$ cat src/common/cache_pkg.sv
// cache side types and constants

package cache_pkg;

  localparam int data_width_c = 32;

  typedef logic [data_width_c-1:0] word_t;

  typedef enum logic {
    op_load   = 1'b0
    ,op_store = 1'b1
  } op_e;

  // direction of one block transfer between a bank and memory
  typedef enum logic {
    dma_fill   = 1'b0  // memory to cache
    ,dma_evict = 1'b1  // cache to memory
  } dma_dir_e;

endpackage
$ cat src/cache/cache_bank.sv
// direct-mapped write-back cache bank

module cache_bank #(
  parameter int sets_p = 8
  ,parameter int block_words_p = 4
  ,parameter int addr_width_p = 8
  ,localparam int offset_w_lp = $clog2(block_words_p)
  ,localparam int index_w_lp = $clog2(sets_p)
  ,localparam int tag_w_lp = addr_width_p - offset_w_lp - index_w_lp
  ,localparam int block_w_lp = addr_width_p - offset_w_lp
) (
  input logic clk_i
  ,input logic reset_i

  ,input logic req_v_i
  ,output logic req_ready_o
  ,input cache_pkg::op_e req_op_i
  ,input logic [addr_width_p-1:0] req_addr_i
  ,input cache_pkg::word_t req_data_i

  ,output logic resp_v_o
  ,input logic resp_ready_i
  ,output cache_pkg::word_t resp_data_o

  ,output logic dma_v_o
  ,input logic dma_ready_i
  ,output cache_pkg::dma_dir_e dma_dir_o
  ,output logic [block_w_lp-1:0] dma_addr_o

  ,output logic wdata_v_o
  ,input logic wdata_ready_i
  ,output cache_pkg::word_t wdata_o

  ,input logic rdata_v_i
  ,output logic rdata_ready_o
  ,input cache_pkg::word_t rdata_i
);

  typedef enum logic [2:0] {
    st_idle
    ,st_lookup
    ,st_evict_cmd
    ,st_evict_data
    ,st_fill_cmd
    ,st_fill_data
    ,st_respond
  } state_e;

  state_e state_r;
  logic init_r;
  logic [sets_p-1:0] valid_r;
  logic [sets_p-1:0] dirty_r;
  logic [sets_p-1:0][tag_w_lp-1:0] tag_r;
  cache_pkg::word_t data_r [sets_p*block_words_p];

  // the request being served
  cache_pkg::op_e op_r;
  logic [addr_width_p-1:0] addr_r;
  cache_pkg::word_t wr_data_r;

  logic [offset_w_lp-1:0] cnt_r;  // word within the line during evict and fill

  logic [index_w_lp-1:0] index;
  logic [offset_w_lp-1:0] offset;
  logic [tag_w_lp-1:0] tag;
  logic hit;
  logic cnt_last;

  assign index = addr_r[offset_w_lp +: index_w_lp];
  assign offset = addr_r[offset_w_lp-1:0];
  assign tag = addr_r[addr_width_p-1 -: tag_w_lp];
  assign hit = valid_r[index] && (tag_r[index] == tag);
  assign cnt_last = (cnt_r == offset_w_lp'(block_words_p - 1));

  // not ready in the first cycle out of reset
  assign req_ready_o = init_r && (state_r == st_idle);

  // a hit answers straight from lookup, one cycle after acceptance
  assign resp_v_o = (state_r == st_respond) || ((state_r == st_lookup) && hit);
  assign resp_data_o = data_r[{index, offset}];

  assign dma_v_o = (state_r == st_evict_cmd) || (state_r == st_fill_cmd);
  assign dma_dir_o = (state_r == st_evict_cmd) ? cache_pkg::dma_evict : cache_pkg::dma_fill;
  assign dma_addr_o = (state_r == st_evict_cmd) ? {tag_r[index], index}
                                                : addr_r[addr_width_p-1:offset_w_lp];

  assign wdata_v_o = (state_r == st_evict_data);
  assign wdata_o = data_r[{index, cnt_r}];
  assign rdata_ready_o = (state_r == st_fill_data);

  always_ff @(posedge clk_i) begin
    if (!reset_i) begin
      state_r <= st_idle;
      init_r <= 1'b0;
      valid_r <= '0;
      dirty_r <= '0;
      tag_r <= '0;
      cnt_r <= '0;
    end else begin
      init_r <= 1'b1;
      case (state_r)
        st_idle: begin
          if (req_v_i && req_ready_o) state_r <= st_lookup;
        end
        st_lookup: begin
          if (hit) begin
            if (op_r == cache_pkg::op_store) dirty_r[index] <= 1'b1;
            state_r <= resp_ready_i ? st_idle : st_respond;
          end else if (valid_r[index] && dirty_r[index]) begin
            state_r <= st_evict_cmd;  // victim must go out before the fill
          end else begin
            state_r <= st_fill_cmd;
          end
        end
        st_evict_cmd: begin
          if (dma_ready_i) begin
            state_r <= st_evict_data;
            cnt_r <= '0;
          end
        end
        st_evict_data: begin
          if (wdata_ready_i) begin
            cnt_r <= cnt_r + 1'b1;
            if (cnt_last) state_r <= st_fill_cmd;
          end
        end
        st_fill_cmd: begin
          if (dma_ready_i) begin
            state_r <= st_fill_data;
            cnt_r <= '0;
          end
        end
        st_fill_data: begin
          if (rdata_v_i) begin
            cnt_r <= cnt_r + 1'b1;
            if (cnt_last) begin
              tag_r[index] <= tag;
              valid_r[index] <= 1'b1;
              dirty_r[index] <= 1'b0;
              state_r <= st_lookup;  // the pending access now hits
            end
          end
        end
        st_respond: begin
          if (resp_ready_i) state_r <= st_idle;
        end
        default: state_r <= st_idle;
      endcase
    end
  end

  always_ff @(posedge clk_i) begin
    if (req_v_i && req_ready_o) begin
      op_r <= req_op_i;
      addr_r <= req_addr_i;
      wr_data_r <= req_data_i;
    end
  end

  // line data, written by fill beats and by a store hit
  always_ff @(posedge clk_i) begin
    if ((state_r == st_fill_data) && rdata_v_i) begin
      data_r[{index, cnt_r}] <= rdata_i;
    end else if ((state_r == st_lookup) && hit && (op_r == cache_pkg::op_store)) begin
      data_r[{index, offset}] <= wr_data_r;
    end
  end

endmodule

$ cat config.mk
export PLATFORM = sky130hd
export DESIGN_NAME = cache_bank
export DESIGN_NICKNAME = d
export VERILOG_FILES = /design/src/common/cache_pkg.sv /design/src/cache/cache_bank.sv
export SDC_FILE = /design/constraint.sdc
export NUM_CORES = 1
export LEC_CHECK = 0
export BUFFER_PORTS_ARGS = -buffer_cell sky130_fd_sc_hd__buf_2
export CAP_MARGIN = 40
export CORE_MARGIN = 2
export CORE_UTILIZATION = 55
export CTS_BUF_LIST = sky130_fd_sc_hd__clkbuf_8
export DETAILED_ROUTE_END_ITERATION = 10
export GPL_TIMING_DRIVEN = 1
export PLACE_DENSITY = 0.79
export SLEW_MARGIN = 20
export SYNTH_ARGS = -nofsm -noshare
export SYNTH_HDL_FRONTEND = slang
export SYNTH_SLANG_ARGS = --single-unit
export TNS_END_PERCENT = 1
$ cat constraint.sdc
create_clock -name clk_i -period 4.5 [get_ports clk_i]
set_input_delay 0.45 -clock clk_i [delete_from_list [all_inputs] [get_ports clk_i]]
set_output_delay 0.45 -clock clk_i [all_outputs]
set_load 0.1 [all_outputs]
==> reports/results.tsv, run 1 <==
metric	value	unit
outcome	finished clean	
synth_cell_types	49	
synth.area.mux_share	0.277	
cts.htree.levels	4	
syn_area_per_cell	20.9	um2
dp_hpwl	81900	um
nNetsFinal	2808	
fin_area	57700	um2
crit_top_cell	mux4_2	
rsz0062_at_grt	no	
synth_xor_xnor_area_share	0	
wirelength	142000	um
cp-endpoint	resp_data_o[10]	
r2r_start	addr_r[2]	
leakage	18.0	nW
slew_violations	0	
synth-adder-area-share	0.000247	
cts_tree	built	
clock_path_buffers	3	
synth_nets	2506	
p_per_area	461	nW/um2
netlist.area_leader.share	0.631	
synth_area_leaders	edfxtp_1 (63%), mux4_2 (26%), dfxtp_1 (2.0%), a22oi_1 (2.0%), mux2_2 (0.96%)	
r2r-end	data_r[27][31]	
synthSimpleGateAreaFrac	0.0171	
antenna_found_initial	2	
slowest_stage	dfxtp_4	
syn-instance-count	2425	
drt_iter0_drc	3934	
clock.fmax	234	MHz
port_buffers	155	
detail_route.wl_per_cell	34.9	um
tightest_slew	0.900	ns
synth_edf_count	1065	
viasPerCell	7.14	
crit_chain	buf_12, mux4_2, mux4_2, mux2_2, buf_2	
numCtsBuffers	178	
synth_top_family_by_area	multiplexers	
fin_crit	4.28	ns
yosysSeqAreaShare	0.652	
cp-end-kind	primary output	
cap_violations	0	
tns	0	ns
crit_type	flop to primary output	
grt.overflow.total	0	
yosys_most_used_dff	edfxtp_1	
ys_warn_count	0	
core	91500	um2
post-synth-top-area-cell	edfxtp_1	
synth_compound_area_frac	0.0355	
grt_usage	0.306	
ant_nets	0	
maxSlewHeadroom	0.400	
dieArea	94500	um2
arrival	3.83	ns
place.gp.congestion	0.891	
cts_sinks	1116	
worstHoldPathType	input pin to flop	
clkTransAtPathRegs	0.07	ns
yosys_register_bits	1116	
placed_area	53800	um2
crit_fanout	52	
rows	111	
start_util	0.553	
rrSetupSlack	0.61	ns
ff2ff_path_depth	8	
critPathLaunchType	flop	
grt_pass1_vias	30100	
postCtsSetupRepairBufs	0	
total_power	26.6	mW
clock-root-buffer	clkbuf_8	
irDropWorstVdd	0.000410	V
worstPathRequired	4.05	ns
async_flop_share	0	
syn2layout_area_growth	13.9	%
via_count	29000	
synth.cell_area	50600	um2
layout_worst_path_cycle_share	0.950	
die_width	307	um
yosysMostFrequentCell	edfxtp_1	
cts_resized	0	
drive_above_1_share	0.420	
clk_latency	0.85	ns
pin_count	156	
slowest_delay	0.76	ns
drc	0	
finClkSkew	0.0395	ns
timing_hold_violations_final	0	
synth_common_cells	edfxtp_1 (1,065), mux4_2 (578), a22oi_1 (134), clkbuf_1 (104), a21oi_1 (75)	
setup-violations-final	0	
grt_max_degree	80	
grt_pass1_wl	205000	um
drt_pass1_iterations	6	
die_y	307	um
-- what timing repair did --
item	4_1_cts	5_1_grt
hold buffers	42	0
hold endpoints to repair	47	0
setup endpoints to repair	0	0
-- critical path, delay by kind of cell, from the launching register on --
| family | cells | cell delay [ns] |
|---|---|---|
| muxes | 3 | 1.39 |
| DFF | 1 | 0.76 |
| buffers and inverters | 2 | 0.74 |
-- registers in the layout (all words and copies together), names as in the netlist, 2 cells and up, named ones only --
signal	count
data_r	1024
wr_data_r	32
tag_r	24
addr_r	8
valid_r	8
state_r	3
cnt_r	2
-- routing by layer --
| metal | up-vias | track usage | part of all wire |
|---|---|---|---|
| li1 | 11300 | - | - |
| met1 | 15000 | 0.393 | 0.33 |
| met2 | 2217 | 0.496 | 0.50 |
| met3 | 433 | 0.0782 | 0.12 |
| met4 | 2 | 0.144 | 0.051 |
| met5 | - | 0 | 0.000078 |
-- layout by cell type, fill, tap and decap left out, types with 5 or more instances in the layout --
cell type and n:
mux2i_1 9, clkbuf_8 184, bufinv_16 7, o21ai_0 29, a22oi_1 134, clkinv_2 18, buf_12 37, dfxtp_4 6
nand2_1 55, inv_8 5, buf_2 155, a211o_1 8, buf_4 80, dfxtp_1 44, inv_1 58, mux2_4 30
nor2_1 41, a21oi_4 32, mux4_2 578, dlygate4sd3_1 42, clkinv_1 50, nand4_1 37, a221oi_1 9, nor2b_1 5
edfxtp_1 1065, nand2b_1 6, a21oi_1 43, mux2_2 43
-- power breakdown --
part / switching, mW / internal [mW]
clock network: 4.12 / 4.25
logic: 4.04 / 2.44
registers: 0.246 / 11.5
-- stage by stage --
stage	hold slack [ns]	utilization	setup slack, ns	cells
6_report	0.107	0.630	0.223	4060
5_1_grt	0.116	0.630	0.0690	4060
4_1_cts	0.0370	0.630	0.134	4057
3_5_place_dp	0.462	0.588	0.736	3689
3_3_place_gp	0.451	0.587	0.788	3687
2_1_floorplan	0.435	-	-0.210	2425
-- kinds of logic after synthesis --
logic type	Yosys count
DFF	1116
muxes	661
AOI/OAI and AO/OA	268
buffers and inverters	204
and+or+nand+nor	175
adders and majority gates	1
-- layout make-up --
| type | instances | area, um2 |
|---|---|---|
| fillers | 5864 | 33900 |
| well taps | 1186 | 1480 |
| inverters | 9 | 33.8 |
| repair buffers | 317 | 2580 |
| flip-flops and latches | 1116 | 33000 |
| clock buffers | 184 | 2530 |
| diodes | 1 | 2.50 |
| clock inverters | 142 | 878 |
| multi-input cells | 1105 | 17100 |
-- worst min-delay path by stage --
stage | cells past startpoint | end | startpoint | slack (ns)
detailed placement | 2 | valid_r[7] | valid_r[7] | 0.46
finish | 4 | state_r[2] | wdata_ready_i | 0.11
global placement | 2 | valid_r[5] | valid_r[5] | 0.45
floorplan | 2 | valid_r[4] | valid_r[4] | 0.43
CTS | 4 | state_r[2] | wdata_ready_i | 0.04
global route | 4 | state_r[2] | wdata_ready_i | 0.12
No activity file was read; power rests on OpenSTA's default activity.
==> inputs of run 2 (changes only) <==
- PLACE_DENSITY: 0.79 -> 0.81
- SKIP_CTS_REPAIR_TIMING: default -> 1
==> reports/results.tsv, run 2 (synthesized netlist as in run 1, its figures left out) <==
metric	value	unit	change
numCtsBuffers	177		-0.56%
port_buffers	155		unchanged
grt_usage	0.306		-0.000499
maxSlewHeadroom	0.394		-0.00563
grt_max_degree	81		+1.3%
rsz0062_at_grt	no		
viasPerCell	7.21		+0.98%
antenna_found_initial	3		+1
detail_route.wl_per_cell	35.1	um	+0.43%
crit_fanout	22		-58%
wirelength	142000	um	+0.19%
grt_pass1_vias	30000		-0.19%
largest_register_ffs	1024		unchanged
reg.largest.list	data_r (1024), wr_data_r (32), tag_r (24)		
pin_count	156		unchanged
via_count	29200		+0.73%
clock_path_buffers	3		unchanged
cts_tree	built		
core	91500	um2	unchanged
clock.fmax	228	MHz	-2.6%
start_util	0.553		unchanged
timing_hold_violations_final	0		unchanged
place.gp.congestion	0.870		-2.4%
mostFrequentLayoutCells	edfxtp_1 (1,065), mux4_2 (578), clkbuf_8 (180)		
drt_pass1_iterations	8		+2
critPathLaunchType	flop		
stdcell_count	4050		-0.25%
p_per_area	463	nW/um2	+0.33%
regMostFlops	data_r		
layout_worst_path_cycle_share	0.975		+0.0249
arrival	3.94	ns	+0.11 ns
drt_iter0_drc	3983		+1.2%
clk_latency	0.85	ns	about the same
die_width	307	um	unchanged
slew_violations	0		unchanged
fin_area	57600	um2	-0.19%
dp_cells	3687		-0.054%
finClkSkew	0.0401	ns	+0.000582 ns
clock-root-buffer	clkbuf_8		
die_y	307	um	unchanged
fin_crit	4.39	ns	+0.112 ns
worstHoldPathType	input pin to flop		
crit_type	flop to primary output		
leakage	18.0	nW	about the same
worstPathRequired	4.05	ns	about the same
nNetsFinal	2805		-0.11%
cts_sinks	1116		unchanged
clkTransAtPathRegs	0.06	ns	about the same
ff2ff_path_depth	9		+1
hold_depth	4		unchanged
outcome	finished clean		
drive_above_1_share	0.420		about the same
placed_area	53700	um2	-0.22%
irDropWorstVdd	0.000618	V	+51%
setup-violations-final	0		unchanged
tightest_slew	0.902	ns	+0.00150 ns
cap_violations	0		unchanged
drc	0		unchanged
whs	0.128	ns	+0.0215 ns
dp_hpwl	81800	um	-0.14%
finish.utilization	0.629		-0.00122
dieArea	94500	um2	unchanged
grt.overflow.total	0		unchanged
syn2layout_area_growth	13.6	%	
layout_commonest_cell	edfxtp_1		
cp-end-kind	primary output		
rows	111		unchanged
cts.htree.levels	4		unchanged
ant_nets	0		unchanged
grt_pass1_wl	205000	um	-0.18%
-- run 2: changes by cell type in the layout (fill, tap and decap cells not counted), moves of 3 or more --
cell,change
buf_12,-7
buf_4,+6
bufinv_16,+5
clkbuf_8,-4
clkinv_1,-12
clkinv_2,+3
clkinv_8,-3
inv_1,+4
-- run 2: per-stage QoR --
stage / TNS [ns] / power (mW) / worst slack (ns)
6_report: 0 / 26.6 / 0.111
5_1_grt: 0 / 27.4 / 0.123
4_1_cts: 0 / 26.7 / 0.185
3_5_place_dp: 0 / 18.4 / 0.708
3_3_place_gp: 0 / 18.3 / 0.820
2_1_floorplan: -116.38 / 16.9 / -0.210
-- run 2: final cells by class --
class	instances	area, um2
multi-input combinational	1105	17100
inverter	9	33.8
antenna	3	7.51
tap	1186	1480
sequential	1116	33000
clock buffer	180	2480
timing repair buffer	315	2480
fill	5897	34000
clock inverter	136	917
-- run 2: report_power, final --
group	switching [mW]	total [mW]	internal (mW)	leakage (nW)
Sequential	0.213	11.7	11.5	10.0
Combinational	4.09	6.50	2.40	6.06
Clock	4.01	8.43	4.42	1.94
Total	8.32	26.6	18.3	18.0
-- run 2: final timing paths --
kind | start | slack, ns | end
min | resp_ready_i | 0.13 | state_r[2]
min reg2reg | valid_r[7] | 0.47 | valid_r[7]
max | addr_r[2] | 0.11 | wdata_o[31]
max reg2reg | addr_r[2] | 0.62 | data_r[9][9]
-- run 2: layer usage --
layer | up-vias | part of all wire | global-route usage
met1 | 15000 | 0.32 | 0.387
met4 | 0 | 0.064 | 0.175
met5 | - | 0 | 0
li1 | 11300 | - | -
met3 | 501 | 0.13 | 0.0749
met2 | 2431 | 0.49 | 0.488
-- run 2: critical path, stage by stage, from the launching register on --
cell and delay (ns):
edfxtp_1 0.79, buf_4 0.36, and2_2 0.61, buf_12 0.35, a22oi_1 0.15, nand4_1 0.33
buf_2 0.51
